File: config.mk
export PLATFORM = sky130hd
export DESIGN_NAME = execute_unit
export DESIGN_NICKNAME = d
export VERILOG_FILES = /design/src/core_pkg.sv /design/src/isa_pkg.sv /design/src/decode_if.sv /design/src/alu.sv /design/src/execute_unit.sv /design/src/instr_decoder.sv /design/src/register_file.sv /design/src/writeback_stage.sv
export SDC_FILE = /design/constraint.sdc
export NUM_CORES = 2
export LEC_CHECK = 0
export CAP_MARGIN = 0
export CORE_MARGIN = 10
export CORE_UTILIZATION = 53
export DETAILED_ROUTE_END_ITERATION = 6
export DONT_BUFFER_PORTS = 1
export MAX_ROUTING_LAYER = met4
export PLACE_DENSITY_LB_ADDON = 0.25
export SLEW_MARGIN = 25
export SYNTH_ARGS = -nofsm -noshare
export SYNTH_HDL_FRONTEND = slang
export SYNTH_HIERARCHICAL = 1
export SYNTH_SLANG_ARGS = --single-unit
File: constraint.sdc
create_clock -name clk -period 6.9 [get_ports clk]
set_input_delay 0.69 -clock clk [delete_from_list [all_inputs] [get_ports clk]]
set_output_delay 0.69 -clock clk [all_outputs]
set_load 0.02 [all_outputs]
File: src/core_pkg.sv
`default_nettype none

package core_pkg;

	typedef logic [31:0] word_t;     // Datapath word
	typedef logic [4:0]  reg_addr_t; // Register index

	localparam int NUM_REGS = 32;

endpackage

`default_nettype wire

File: src/isa_pkg.sv
`default_nettype none

package isa_pkg;

	typedef logic [5:0] opcode_t;
	typedef logic [4:0] sub_op_t;

	// Major opcodes
	localparam opcode_t OP_BASE  = 6'b100000;
	localparam opcode_t OP_ADDI  = 6'b101000;
	localparam opcode_t OP_SUBRI = 6'b101001;
	localparam opcode_t OP_ANDI  = 6'b101010;
	localparam opcode_t OP_XORI  = 6'b101011;
	localparam opcode_t OP_ORI   = 6'b101100;
	localparam opcode_t OP_SLTI  = 6'b101110;
	localparam opcode_t OP_SLTSI = 6'b101111;
	localparam opcode_t OP_LWI   = 6'b000010;
	localparam opcode_t OP_SWI   = 6'b001010;

	// Base group sub-operations
	localparam sub_op_t SUB_ADD   = 5'b00000;
	localparam sub_op_t SUB_SUB   = 5'b00001;
	localparam sub_op_t SUB_AND   = 5'b00010;
	localparam sub_op_t SUB_XOR   = 5'b00011;
	localparam sub_op_t SUB_OR    = 5'b00100;
	localparam sub_op_t SUB_SLT   = 5'b00110;
	localparam sub_op_t SUB_SLTS  = 5'b00111;
	localparam sub_op_t SUB_SLLI  = 5'b01000;
	localparam sub_op_t SUB_SRLI  = 5'b01001;
	localparam sub_op_t SUB_ROTRI = 5'b01011;
	localparam sub_op_t SUB_SLL   = 5'b01100;
	localparam sub_op_t SUB_SRL   = 5'b01101;

	// Field positions within the instruction word
	localparam int OPCODE_LSB = 25;
	localparam int RD_LSB     = 20;
	localparam int RA_LSB     = 15;
	localparam int RB_LSB     = 10;
	localparam int IMM_WIDTH  = 15;

endpackage

`default_nettype wire

File: src/decode_if.sv
`timescale 1ns/1ps
`default_nettype none

interface decode_if;

	logic                valid;
	isa_pkg::opcode_t    opcode;
	isa_pkg::sub_op_t    sub_op;
	core_pkg::reg_addr_t rd;
	core_pkg::reg_addr_t ra;
	core_pkg::reg_addr_t rb;
	core_pkg::word_t     imm;       // Already extended
	logic                use_imm;
	logic                writes_rd;
	logic                is_load;
	logic                is_store;
	logic                illegal;

	modport producer (
		output valid, opcode, sub_op, rd, ra, rb, imm,
		output use_imm, writes_rd, is_load, is_store, illegal
	);

	modport consumer (
		input valid, opcode, sub_op, rd, ra, rb, imm,
		input use_imm, writes_rd, is_load, is_store, illegal
	);

endinterface

`default_nettype wire

File: src/alu.sv
`timescale 1ns/1ps
`default_nettype none

module alu (
	decode_if.consumer           dec,
	input  wire core_pkg::word_t src1,
	input  wire core_pkg::word_t src2,
	output core_pkg::word_t      result,
	output logic                 overflow
);

	logic [32:0]     add_out;  // {overflow, sum}
	logic [32:0]     sub_out;
	logic [32:0]     rsub_out;
	logic [4:0]      shamt;
	core_pkg::word_t rotated;

	// Overflow is the carry into bit 31 xor the carry out of it
	function automatic logic [32:0] add_ovf(
		input core_pkg::word_t x,
		input core_pkg::word_t y,
		input logic            sub
	);
		core_pkg::word_t yy;
		core_pkg::word_t s;
		logic            c_in31;
		logic            c_out;
		yy = sub ? ~y : y;
		{c_in31, s[30:0]} = {1'b0, x[30:0]} + {1'b0, yy[30:0]} + {31'b0, sub};
		{c_out, s[31]} = {1'b0, x[31]} + {1'b0, yy[31]} + {1'b0, c_in31};
		return {c_in31 ^ c_out, s};
	endfunction

	assign add_out  = add_ovf(src1, src2, 1'b0);
	assign sub_out  = add_ovf(src1, src2, 1'b1);
	assign rsub_out = add_ovf(src2, src1, 1'b1); // SUBRI takes imm minus ra

	assign shamt   = src2[4:0];
	assign rotated = (src1 >> shamt) | (src1 << (6'd32 - {1'b0, shamt}));

	always_comb begin
		result   = '0;
		overflow = 1'b0;
		case (dec.opcode)
			isa_pkg::OP_BASE: begin
				case (dec.sub_op)
					isa_pkg::SUB_ADD: {overflow, result} = add_out;
					isa_pkg::SUB_SUB: {overflow, result} = sub_out;
					isa_pkg::SUB_AND: result = src1 & src2;
					isa_pkg::SUB_OR:  result = src1 | src2;
					isa_pkg::SUB_XOR: result = src1 ^ src2;
					isa_pkg::SUB_SLT: result = {31'b0, src1 < src2};
					isa_pkg::SUB_SLTS: result = {31'b0, $signed(src1) < $signed(src2)};
					isa_pkg::SUB_SRL, isa_pkg::SUB_SRLI: result = src1 >> shamt;
					isa_pkg::SUB_SLL, isa_pkg::SUB_SLLI: result = src1 << shamt;
					isa_pkg::SUB_ROTRI: result = rotated;
					default: result = '0;
				endcase
			end
			isa_pkg::OP_ADDI:  {overflow, result} = add_out;
			isa_pkg::OP_SUBRI: {overflow, result} = rsub_out;
			isa_pkg::OP_ANDI:  result = src1 & src2;
			isa_pkg::OP_ORI:   result = src1 | src2;
			isa_pkg::OP_XORI:  result = src1 ^ src2;
			isa_pkg::OP_SLTI:  result = {31'b0, src1 < src2};
			isa_pkg::OP_SLTSI: result = {31'b0, $signed(src1) < $signed(src2)};
			isa_pkg::OP_LWI, isa_pkg::OP_SWI: begin
				result = add_out[31:0]; // Address only, no overflow report
			end
			default: result = '0;
		endcase
	end

endmodule

`default_nettype wire

File: src/execute_unit.sv
`timescale 1ns/1ps
`default_nettype none

module execute_unit (
	input  wire logic            clk,
	input  wire logic            reset,
	input  wire logic            instr_valid,
	input  wire core_pkg::word_t instr,
	output logic                 result_valid,
	output core_pkg::word_t      result,
	output logic                 overflow,
	output logic                 mem_read,
	output logic                 mem_write,
	output core_pkg::word_t      mem_addr,
	output core_pkg::word_t      mem_wdata,
	output logic                 illegal_instr
);

	decode_if dec_bus ();

	core_pkg::reg_addr_t rd_addr_b;
	core_pkg::word_t     rd_data_a;
	core_pkg::word_t     rd_data_b;
	core_pkg::word_t     src2;
	core_pkg::word_t     alu_result;
	logic                alu_overflow;
	logic                wr_en;
	core_pkg::reg_addr_t wr_addr;
	core_pkg::word_t     wr_data;

	// Stores read their data register through port b
	assign rd_addr_b = dec_bus.is_store ? dec_bus.rd : dec_bus.rb;
	assign src2      = dec_bus.use_imm ? dec_bus.imm : rd_data_b;

	instr_decoder u_decoder (
		.clk         (clk),
		.reset       (reset),
		.instr_valid (instr_valid),
		.instr       (instr),
		.dec         (dec_bus)
	);

	register_file u_regfile (
		.clk       (clk),
		.reset     (reset),
		.rd_addr_a (dec_bus.ra),
		.rd_addr_b (rd_addr_b),
		.wr_en     (wr_en),
		.wr_addr   (wr_addr),
		.wr_data   (wr_data),
		.rd_data_a (rd_data_a),
		.rd_data_b (rd_data_b)
	);

	alu u_alu (
		.dec      (dec_bus),
		.src1     (rd_data_a),
		.src2     (src2),
		.result   (alu_result),
		.overflow (alu_overflow)
	);

	writeback_stage u_writeback (
		.clk           (clk),
		.reset         (reset),
		.dec           (dec_bus),
		.alu_result    (alu_result),
		.alu_overflow  (alu_overflow),
		.store_src     (rd_data_b),
		.wr_en         (wr_en),
		.wr_addr       (wr_addr),
		.wr_data       (wr_data),
		.result_valid  (result_valid),
		.result        (result),
		.overflow      (overflow),
		.mem_read      (mem_read),
		.mem_write     (mem_write),
		.mem_addr      (mem_addr),
		.mem_wdata     (mem_wdata),
		.illegal_instr (illegal_instr)
	);

endmodule

`default_nettype wire

File: src/instr_decoder.sv
`timescale 1ns/1ps
`default_nettype none

module instr_decoder (
	input  wire logic            clk,
	input  wire logic            reset,
	input  wire logic            instr_valid,
	input  wire core_pkg::word_t instr,
	decode_if.producer           dec
);

	logic             valid_q;
	core_pkg::word_t  instr_q;
	isa_pkg::opcode_t opcode;
	isa_pkg::sub_op_t sub_op;
	core_pkg::word_t  imm_sext;
	core_pkg::word_t  imm_zext;
	core_pkg::word_t  shamt_zext;

	always_ff @(posedge clk) begin
		if (reset)
			valid_q <= 1'b0;
		else
			valid_q <= instr_valid;
	end

	always_ff @(posedge clk) begin
		if (instr_valid)
			instr_q <= instr;
	end

	assign opcode = instr_q[isa_pkg::OPCODE_LSB +: 6];
	assign sub_op = instr_q[4:0];

	assign imm_sext = {{($bits(core_pkg::word_t) - isa_pkg::IMM_WIDTH){instr_q[isa_pkg::IMM_WIDTH-1]}},
		instr_q[isa_pkg::IMM_WIDTH-1:0]};
	assign imm_zext = {{($bits(core_pkg::word_t) - isa_pkg::IMM_WIDTH){1'b0}},
		instr_q[isa_pkg::IMM_WIDTH-1:0]};
	assign shamt_zext = {27'b0, instr_q[isa_pkg::RB_LSB +: 5]}; // Shift immediate sits in rb

	assign dec.valid  = valid_q;
	assign dec.opcode = opcode;
	assign dec.sub_op = sub_op;
	assign dec.rd     = instr_q[isa_pkg::RD_LSB +: 5];
	assign dec.ra     = instr_q[isa_pkg::RA_LSB +: 5];
	assign dec.rb     = instr_q[isa_pkg::RB_LSB +: 5];

	always_comb begin
		dec.imm       = '0;
		dec.use_imm   = 1'b0;
		dec.writes_rd = 1'b0;
		dec.is_load   = 1'b0;
		dec.is_store  = 1'b0;
		dec.illegal   = 1'b0;
		case (opcode)
			isa_pkg::OP_BASE: begin
				case (sub_op)
					isa_pkg::SUB_ADD, isa_pkg::SUB_SUB, isa_pkg::SUB_AND,
					isa_pkg::SUB_OR, isa_pkg::SUB_XOR, isa_pkg::SUB_SLT,
					isa_pkg::SUB_SLTS, isa_pkg::SUB_SRL, isa_pkg::SUB_SLL: begin
						dec.writes_rd = 1'b1;
					end
					isa_pkg::SUB_SRLI, isa_pkg::SUB_SLLI, isa_pkg::SUB_ROTRI: begin
						dec.imm       = shamt_zext;
						dec.use_imm   = 1'b1;
						dec.writes_rd = 1'b1;
					end
					default: dec.illegal = 1'b1;
				endcase
			end
			isa_pkg::OP_ADDI, isa_pkg::OP_SUBRI, isa_pkg::OP_SLTI, isa_pkg::OP_SLTSI: begin
				dec.imm       = imm_sext;
				dec.use_imm   = 1'b1;
				dec.writes_rd = 1'b1;
			end
			isa_pkg::OP_ANDI, isa_pkg::OP_ORI, isa_pkg::OP_XORI: begin
				dec.imm       = imm_zext; // Logic immediates are unsigned
				dec.use_imm   = 1'b1;
				dec.writes_rd = 1'b1;
			end
			isa_pkg::OP_LWI: begin
				dec.imm     = imm_sext;
				dec.use_imm = 1'b1;
				dec.is_load = 1'b1;
			end
			isa_pkg::OP_SWI: begin
				dec.imm      = imm_sext;
				dec.use_imm  = 1'b1;
				dec.is_store = 1'b1;
			end
			default: dec.illegal = 1'b1;
		endcase
	end

endmodule

`default_nettype wire

File: src/register_file.sv
`timescale 1ns/1ps
`default_nettype none

module register_file (
	input  wire logic                clk,
	input  wire logic                reset,
	input  wire core_pkg::reg_addr_t rd_addr_a,
	input  wire core_pkg::reg_addr_t rd_addr_b,
	input  wire logic                wr_en,
	input  wire core_pkg::reg_addr_t wr_addr,
	input  wire core_pkg::word_t     wr_data,
	output core_pkg::word_t          rd_data_a,
	output core_pkg::word_t          rd_data_b
);

	core_pkg::word_t regs [core_pkg::NUM_REGS];

	always_ff @(posedge clk) begin
		if (reset) begin
			for (int i = 0; i < core_pkg::NUM_REGS; i++)
				regs[i] <= '0;
		end else if (wr_en) begin
			regs[wr_addr] <= wr_data; // r0 is writable too
		end
	end

	// Reads see the previous edge's write, no bypass needed
	assign rd_data_a = regs[rd_addr_a];
	assign rd_data_b = regs[rd_addr_b];

endmodule

`default_nettype wire

File: src/writeback_stage.sv
`timescale 1ns/1ps
`default_nettype none

module writeback_stage (
	input  wire logic            clk,
	input  wire logic            reset,
	decode_if.consumer           dec,
	input  wire core_pkg::word_t alu_result,
	input  wire logic            alu_overflow,
	input  wire core_pkg::word_t store_src,
	output logic                 wr_en,
	output core_pkg::reg_addr_t  wr_addr,
	output core_pkg::word_t      wr_data,
	output logic                 result_valid,
	output core_pkg::word_t      result,
	output logic                 overflow,
	output logic                 mem_read,
	output logic                 mem_write,
	output core_pkg::word_t      mem_addr,
	output core_pkg::word_t      mem_wdata,
	output logic                 illegal_instr
);

	logic legal;

	assign legal = dec.valid && !dec.illegal;

	// Register file write lands on the same edge as the outcome register
	assign wr_en   = legal && dec.writes_rd;
	assign wr_addr = dec.rd;
	assign wr_data = alu_result;

	always_ff @(posedge clk) begin
		if (reset) begin
			result_valid  <= 1'b0;
			overflow      <= 1'b0;
			mem_read      <= 1'b0;
			mem_write     <= 1'b0;
			illegal_instr <= 1'b0;
		end else begin
			result_valid  <= wr_en;
			overflow      <= wr_en && alu_overflow; // Only meaningful with a result
			mem_read      <= legal && dec.is_load;
			mem_write     <= legal && dec.is_store;
			illegal_instr <= dec.valid && dec.illegal;
		end
	end

	always_ff @(posedge clk) begin
		result    <= alu_result;
		mem_addr  <= alu_result;
		mem_wdata <= store_src;
	end

endmodule

`default_nettype wire
# Yosys cells after proc, flatten, opt, wreduce, memory -nomap -nowiden
# Memory sizes are Yosys's and may differ from the RTL's. A register that Yosys moved wholly into a read port is not among the register bits.
# Index checks and enable logic that the tools add are counted.
dict set report totals {
  regBits 101
  ram_bits 1024
  input_bits 35
  output_inout_bits 101
  elab_cells 100
  memories 1
}
dict set report op_classes {
  addsub 12
  n_lt_le_gt_ge 2
  eq_ne 21
  shifts 3
  muxes 25
  bitwise_logic 9
  reduce_logical 18
}
# memory depth width read_ports rd_clocked_by_memory_dff wr line_no
set memory_table {}
lappend memory_table {u_regfile.regs 32 32 2 1 32 register_file.sv:16} ;# core_pkg::word_t regs [core_pkg::NUM_REGS];
# operator count
set op_table {}
lappend op_table {{$pmux 32 s10} 1}
lappend op_table {{$pmux 32 s8} 1}
lappend op_table {{$add 31x31->32} 3}
lappend op_table {{$pmux 32 s3} 1}
lappend op_table {{$add 32x1->32 const B} 2}
lappend op_table {{$lt 32x32->1} 2}
lappend op_table {{$mux 32} 2}
lappend op_table {{$not 32->32} 2}
lappend op_table {{$or 32x32->32} 2}
lappend op_table {{$eq 6x6->1 const B} 8}
lappend op_table {{$and 32x32->32} 1}
lappend op_table {{$reduce_or 32->1} 1}
lappend op_table {{$shl 32x5->32} 1}
lappend op_table {{$shl 32x6->32} 1}
lappend op_table {{$shr 32x5->32} 1}
lappend op_table {{$xor 32x32->32} 1}
lappend op_table {{$eq 5x4->1 const B} 5}
lappend op_table {{$mux 5} 4}
lappend op_table {{$eq 5x3->1 const B} 3}
lappend op_table {{$reduce_or 12->1} 1}
lappend op_table {{$mux 1} 11}
lappend op_table {{$eq 5x2->1 const B} 2}
lappend op_table {{$reduce_or 3->1} 3}
lappend op_table {{$reduce_or 9->1} 1}
lappend op_table {{other kinds (15)} 30}

# Logic depth before layout (Yosys ltp)
dict set report logic_depth {
  ltp_word 13
  ltp_mapped 36
  mapped_depth_nobuf 25
}

# By module
# Netlist, hierarchy kept.
# mod n_inst cells_per_inst area_per_inst_um2
set modules_own_cells {}
lappend modules_own_cells {register_file 1 4640 56466.7}
lappend modules_own_cells {alu 1 1851 12726.0}
lappend modules_own_cells {writeback_stage 1 147 1953.1}
lappend modules_own_cells {instr_decoder 1 126 1630.3}
lappend modules_own_cells {execute_unit 1 41 600.6}

# Least setup slack after synthesis
# OpenSTA, ideal clock, no wires.
dict set report synth_timing {
  path_type {register -> register}
  from {register u_decoder.instr_q[27]}
  to {memory u_regfile/regs[16][31] (netlist bit), data pin}
  arrival_time_ns 7.152
  required_time_ns 6.645
  slack_ns -0.507
  stages_incl_launch_ff 36
  n_path_buf 11
  path_cell_list {edfxtp_1 nor4b_4 and3_1 mux2_2 buf_4 buf_6 buf_6 buf_4 mux2i_1 nand2_1 a31oi_1 nand3_1 mux2_4 buf_2 inv_1 clkbuf_1 buf_2 clkbuf_1 ha_1 buf_2 o21ai_0 o211a_1 nor2_1 a21o_1 o22ai_1 a21oi_1 a21oi_1 o21bai_1 fa_1 nand2_1 o211ai_1 o31ai_1 nand2_1 buf_4 clkbuf_1 and2_1}
}
# item line_no
set synth_lines {}
lappend synth_lines {{start, declared} instr_decoder.sv:13} ;# core_pkg::word_t instr_q;
lappend synth_lines {{start signal, assigned} instr_decoder.sv:29} ;# instr_q <= instr;
lappend synth_lines {{end, declared} register_file.sv:16}

==> flow_summary.rst <==
.. list-table::
   :header-rows: 1

   * - Metric
     - Value
   * - Run status
     - complete, no violations
   * - Number of antenna-violating nets in the routed design
     - 0
   * - Max transition margin
     - 25.0%
   * - Fraction of layout cells with a size suffix above 1
     - 22.9%
   * - Number of placement rows
     - 136
   * - Number of buffers on the longest clock path
     - 3
   * - Share of the cycle needed by the critical path after routing
     - 99.9%
   * - Netlist cell types
     - 109
   * - DIE HEIGHT
     - 392 um
   * - Met3 routed WL
     - 35,500 um
   * - Number of violations of the max-capacitance limit
     - 0
   * - Vias after detailed routing
     - 61,300
   * - Path class of the lowest-slack min-delay path
     - input port to flop
   * - Post-route DRC violation count
     - 0
   * - Num Clock Sinks
     - 1,125
   * - Number of hold-slack violations in the final timing report
     - 0
   * - Cell at the root of the clock tree
     - clkbuf_16
   * - Syn Inst Count
     - 6,805
   * - Footprint of the multi-input gates
     - 37,600 sq um
   * - Number of enable-type register cells in the synthesized netlist
     - 1,055
   * - Detailed Place HPWL
     - 208,000 um
   * - Instance area at placement
     - 80,400 sq um
   * - Latest clock arrival within the worst-skew pair
     - 810 ps
   * - Count of state elements after synthesis
     - 1,125
   * - Yosys warns
     - 6
   * - Avg Synthesized Cell Area
     - 10.8 sq um
   * - Global-route wire length before repair
     - 421,000 um
   * - Leading register cell type out of synthesis
     - edfxtp_1
   * - Post-Route Utilization
     - 63.3%
   * - Crit Path Max Fanout
     - 8
   * - Filler instances
     - 10,900
   * - Critical path's largest stage delay
     - 460 ps
   * - Placed cell count
     - 8,851
   * - WL met2
     - 136,000 um
   * - Vias in the first global route
     - 58,700
   * - Count of pins over their slew limit
     - 0
   * - Kind of capture point of the worst setup path
     - flop
   * - Detailed-route wire length on metal 1
     - 113,000 um
   * - Worst-case vdd ir drop
     - 235 uV
   * - Worst path top cell family by delay
     - compound AO/OA/AOI/OAI gates
   * - TritonCTS clock tree
     - built
   * - Proportion of synthesized chip area in sequential cells
     - 45.1%
   * - Most frequent CP cell
     - buf_12
   * - Leakage
     - 35.8 nW
   * - CP startpoint kind
     - flop
   * - Setup CP Type
     - flop to flop
   * - Maximum clock frequency
     - 145 MHz
   * - RD Place Congestion
     - 1.08
   * - Drt first pass iters
     - 6
   * - RSZ-0062 raised after global routing
     - true
   * - Commonest cells after routing, fill and taps aside
     - mux2i_1, edfxtp_1, and2_1
   * - Most common library cell in the layout ignoring fill and taps
     - mux2i_1
   * - 1st-iter DRT viols
     - 8,059
   * - Sequential Area
     - 33,100 sq um
   * - Initial standard-cell utilization of the core
     - 53.4%
   * - Cell area after layout
     - 87,100 sq um
   * - Pwr Density
     - 299 nW/um^2
   * - Data arrival time of the worst path
     - 7380 ps
   * - Average routed wire per standard cell
     - 33.0 um
   * - Number of top-level pins
     - 136
   * - Layout area overhead
     - 18.7%
   * - Skew final
     - 92.4 ps
   * - Min setup slack post-route
     - 9.88 ps
   * - Chip width
     - 392 um
   * - Number of buffers and inverters on the critical path
     - 7
   * - Slowest library cell on the worst path
     - a221o_2
   * - Pre-CTS WS
     - -519 ps
   * - Number of clock buffers inserted by TritonCTS
     - 118
   * - Synthesized netlist net count
     - 6,974
   * - Die footprint
     - 154,000 sq um
   * - Overall routed net length
     - 303,000 um
   * - Placeable core region
     - 137,000 sq um
   * - Via density per instance
     - 6.68
   * - Number of antenna violations at the first check in global routing
     - 18
   * - Post-layout minimum cycle time
     - 6890 ps
   * - Required time of the critical path
     - 7390 ps
   * - Number of H-tree levels
     - 3
   * - Clock edge transition at the registers on the reported setup and hold paths
     - 60 ps
   * - Total routing usage reported by global routing
     - 38.8%
   * - Total congestion overflow
     - 0
   * - Synthesized cell area
     - 73,400 sq um
   * - Slew of the pin with the lowest slew margin
     - 1120 ps
   * - Highest Signal Layer
     - met4
   * - Setup-failing EPs final
     - 0
   * - Port Buf Inserts
     - 0
   * - Fin nets
     - 7,432
   * - Number of standard cells in the layout, taps in and fillers out
     - 9,179
   * - Fraction of registers with async set/reset
     - 0%
   * - Fin Hold WS
     - 52.3 ps
   * - Pin count of the biggest net entering global routing
     - 88
[power breakdown]
group          total (mW)  internal, mW  leakage, nW  switching (mW)
Combinational        11.5          4.71         22.5            6.75
Sequential           8.23          7.79         11.4           0.444
Clock                6.35          3.49         1.86            2.86
[area by class of cell]
type	instances	area share [%]
antenna	23	0.0661
tap	1794	2.58
clock buffer	144	3.59
sequential	1125	38.0
timing repair buffer	1059	11.2
multi-input combinational	4834	43.2
inverter	125	0.560
clock inverter	75	0.797
[logic make-up (layout without fill, tap and decap cells)]
family,after synthesis,after routing,synth area share [%]
other,0,23,0
xor gates and xnor gates,40,40,0.477
AOI/OAI and AO/OA,1270,1270,11.7
muxes,1218,1221,18.1
and+or+nand+nor,2169,2169,16.2
adders and majority gates,134,134,2.35
DFF,1125,1125,45.1
buffers and inverters,849,1403,6.15
[timing repair]
item                                    4_1_cts  5_1_grt
hold endpoints to repair                     14        0
gates cloned                                  6       11
hold buffers                                 14        0
pin swaps                                    17       94
buffers inserted                              8       54
endpoints found under the setup margin      724      656
resized for setup                            94      264
[Yosys cell counts, drive strengths merged (7+ instances only)]
library cell	n	area, sq um
mux2i	1091	10900
edfxtp	1055	31700
and2	1038	6500
a21oi	376	1880
clkbuf	372	1500
nand2	357	1350
buf	352	2540
nor2	261	1120
nand3	230	1160
a22oi	210	1580
a22o	131	1150
o21ai	130	654
ha	128	1600
nor3	124	631
inv	122	458
a31oi	83	519
dfxtp	70	1400
mux4	70	1580
mux2	57	754
a221oi	43	394
o211ai	42	315
or2	39	244
xnor2	39	342
o22ai	31	194
a211oi	25	210
nand2b	25	156
o21bai	25	188
o221ai	25	219
nor2b	20	133
o31ai	18	140
a21o	17	128
a211o	14	123
and3	12	75.1
nand4	12	75.1
or3	10	67.6
a2111oi	9	78.8
a221o	9	91.3
nand3b	9	80.1
o2111ai	9	85.1
nor4	8	50.1
o21a	8	60.1
nor3b	7	52.6
[stage by stage]
stage / power (mW) / TNS, ps
final: 26.0 / 0
after floorplan: 13.6 / 0
after detailed placement: 18.8 / -160950
after global routing: 26.7 / -4090
after global placement: 18.7 / -146530
after CTS: 25.2 / 0
[final timing paths]
check | from | end | slack, ps | cells after the start
max | u_decoder/instr_q[25] | u_regfile/regs[14][31] | 10 | 29
min reg2reg | u_decoder/dec.valid | u_writeback/illegal_instr | 500 | 2
min | instr[7] | u_decoder/instr_q[7] | 50 | 0
max reg2reg | u_decoder/instr_q[25] | u_regfile/regs[14][31] | 10 | 29
[sequential cells by signal (all words and copies together), names as in the netlist]
register                   flops
u_writeback/mem_write          1
u_decoder/instr_q             31
u_writeback/mem_wdata         32
u_writeback/mem_read           1
u_writeback/illegal_instr      1
u_writeback/mem_addr          32
u_writeback/result_valid       1
u_writeback/overflow           1
u_decoder/dec.valid            1
u_regfile/regs              1024
[metal layers]
layer | track usage, % | vias to the layer above
li1 | - | 25900
met1 | 48.2 | 30300
met2 | 59.3 | 4210
met3 | 8.99 | 968
met4 | 19.4 | 0
met5 | - | -
(Power assumes the default switching activity.)
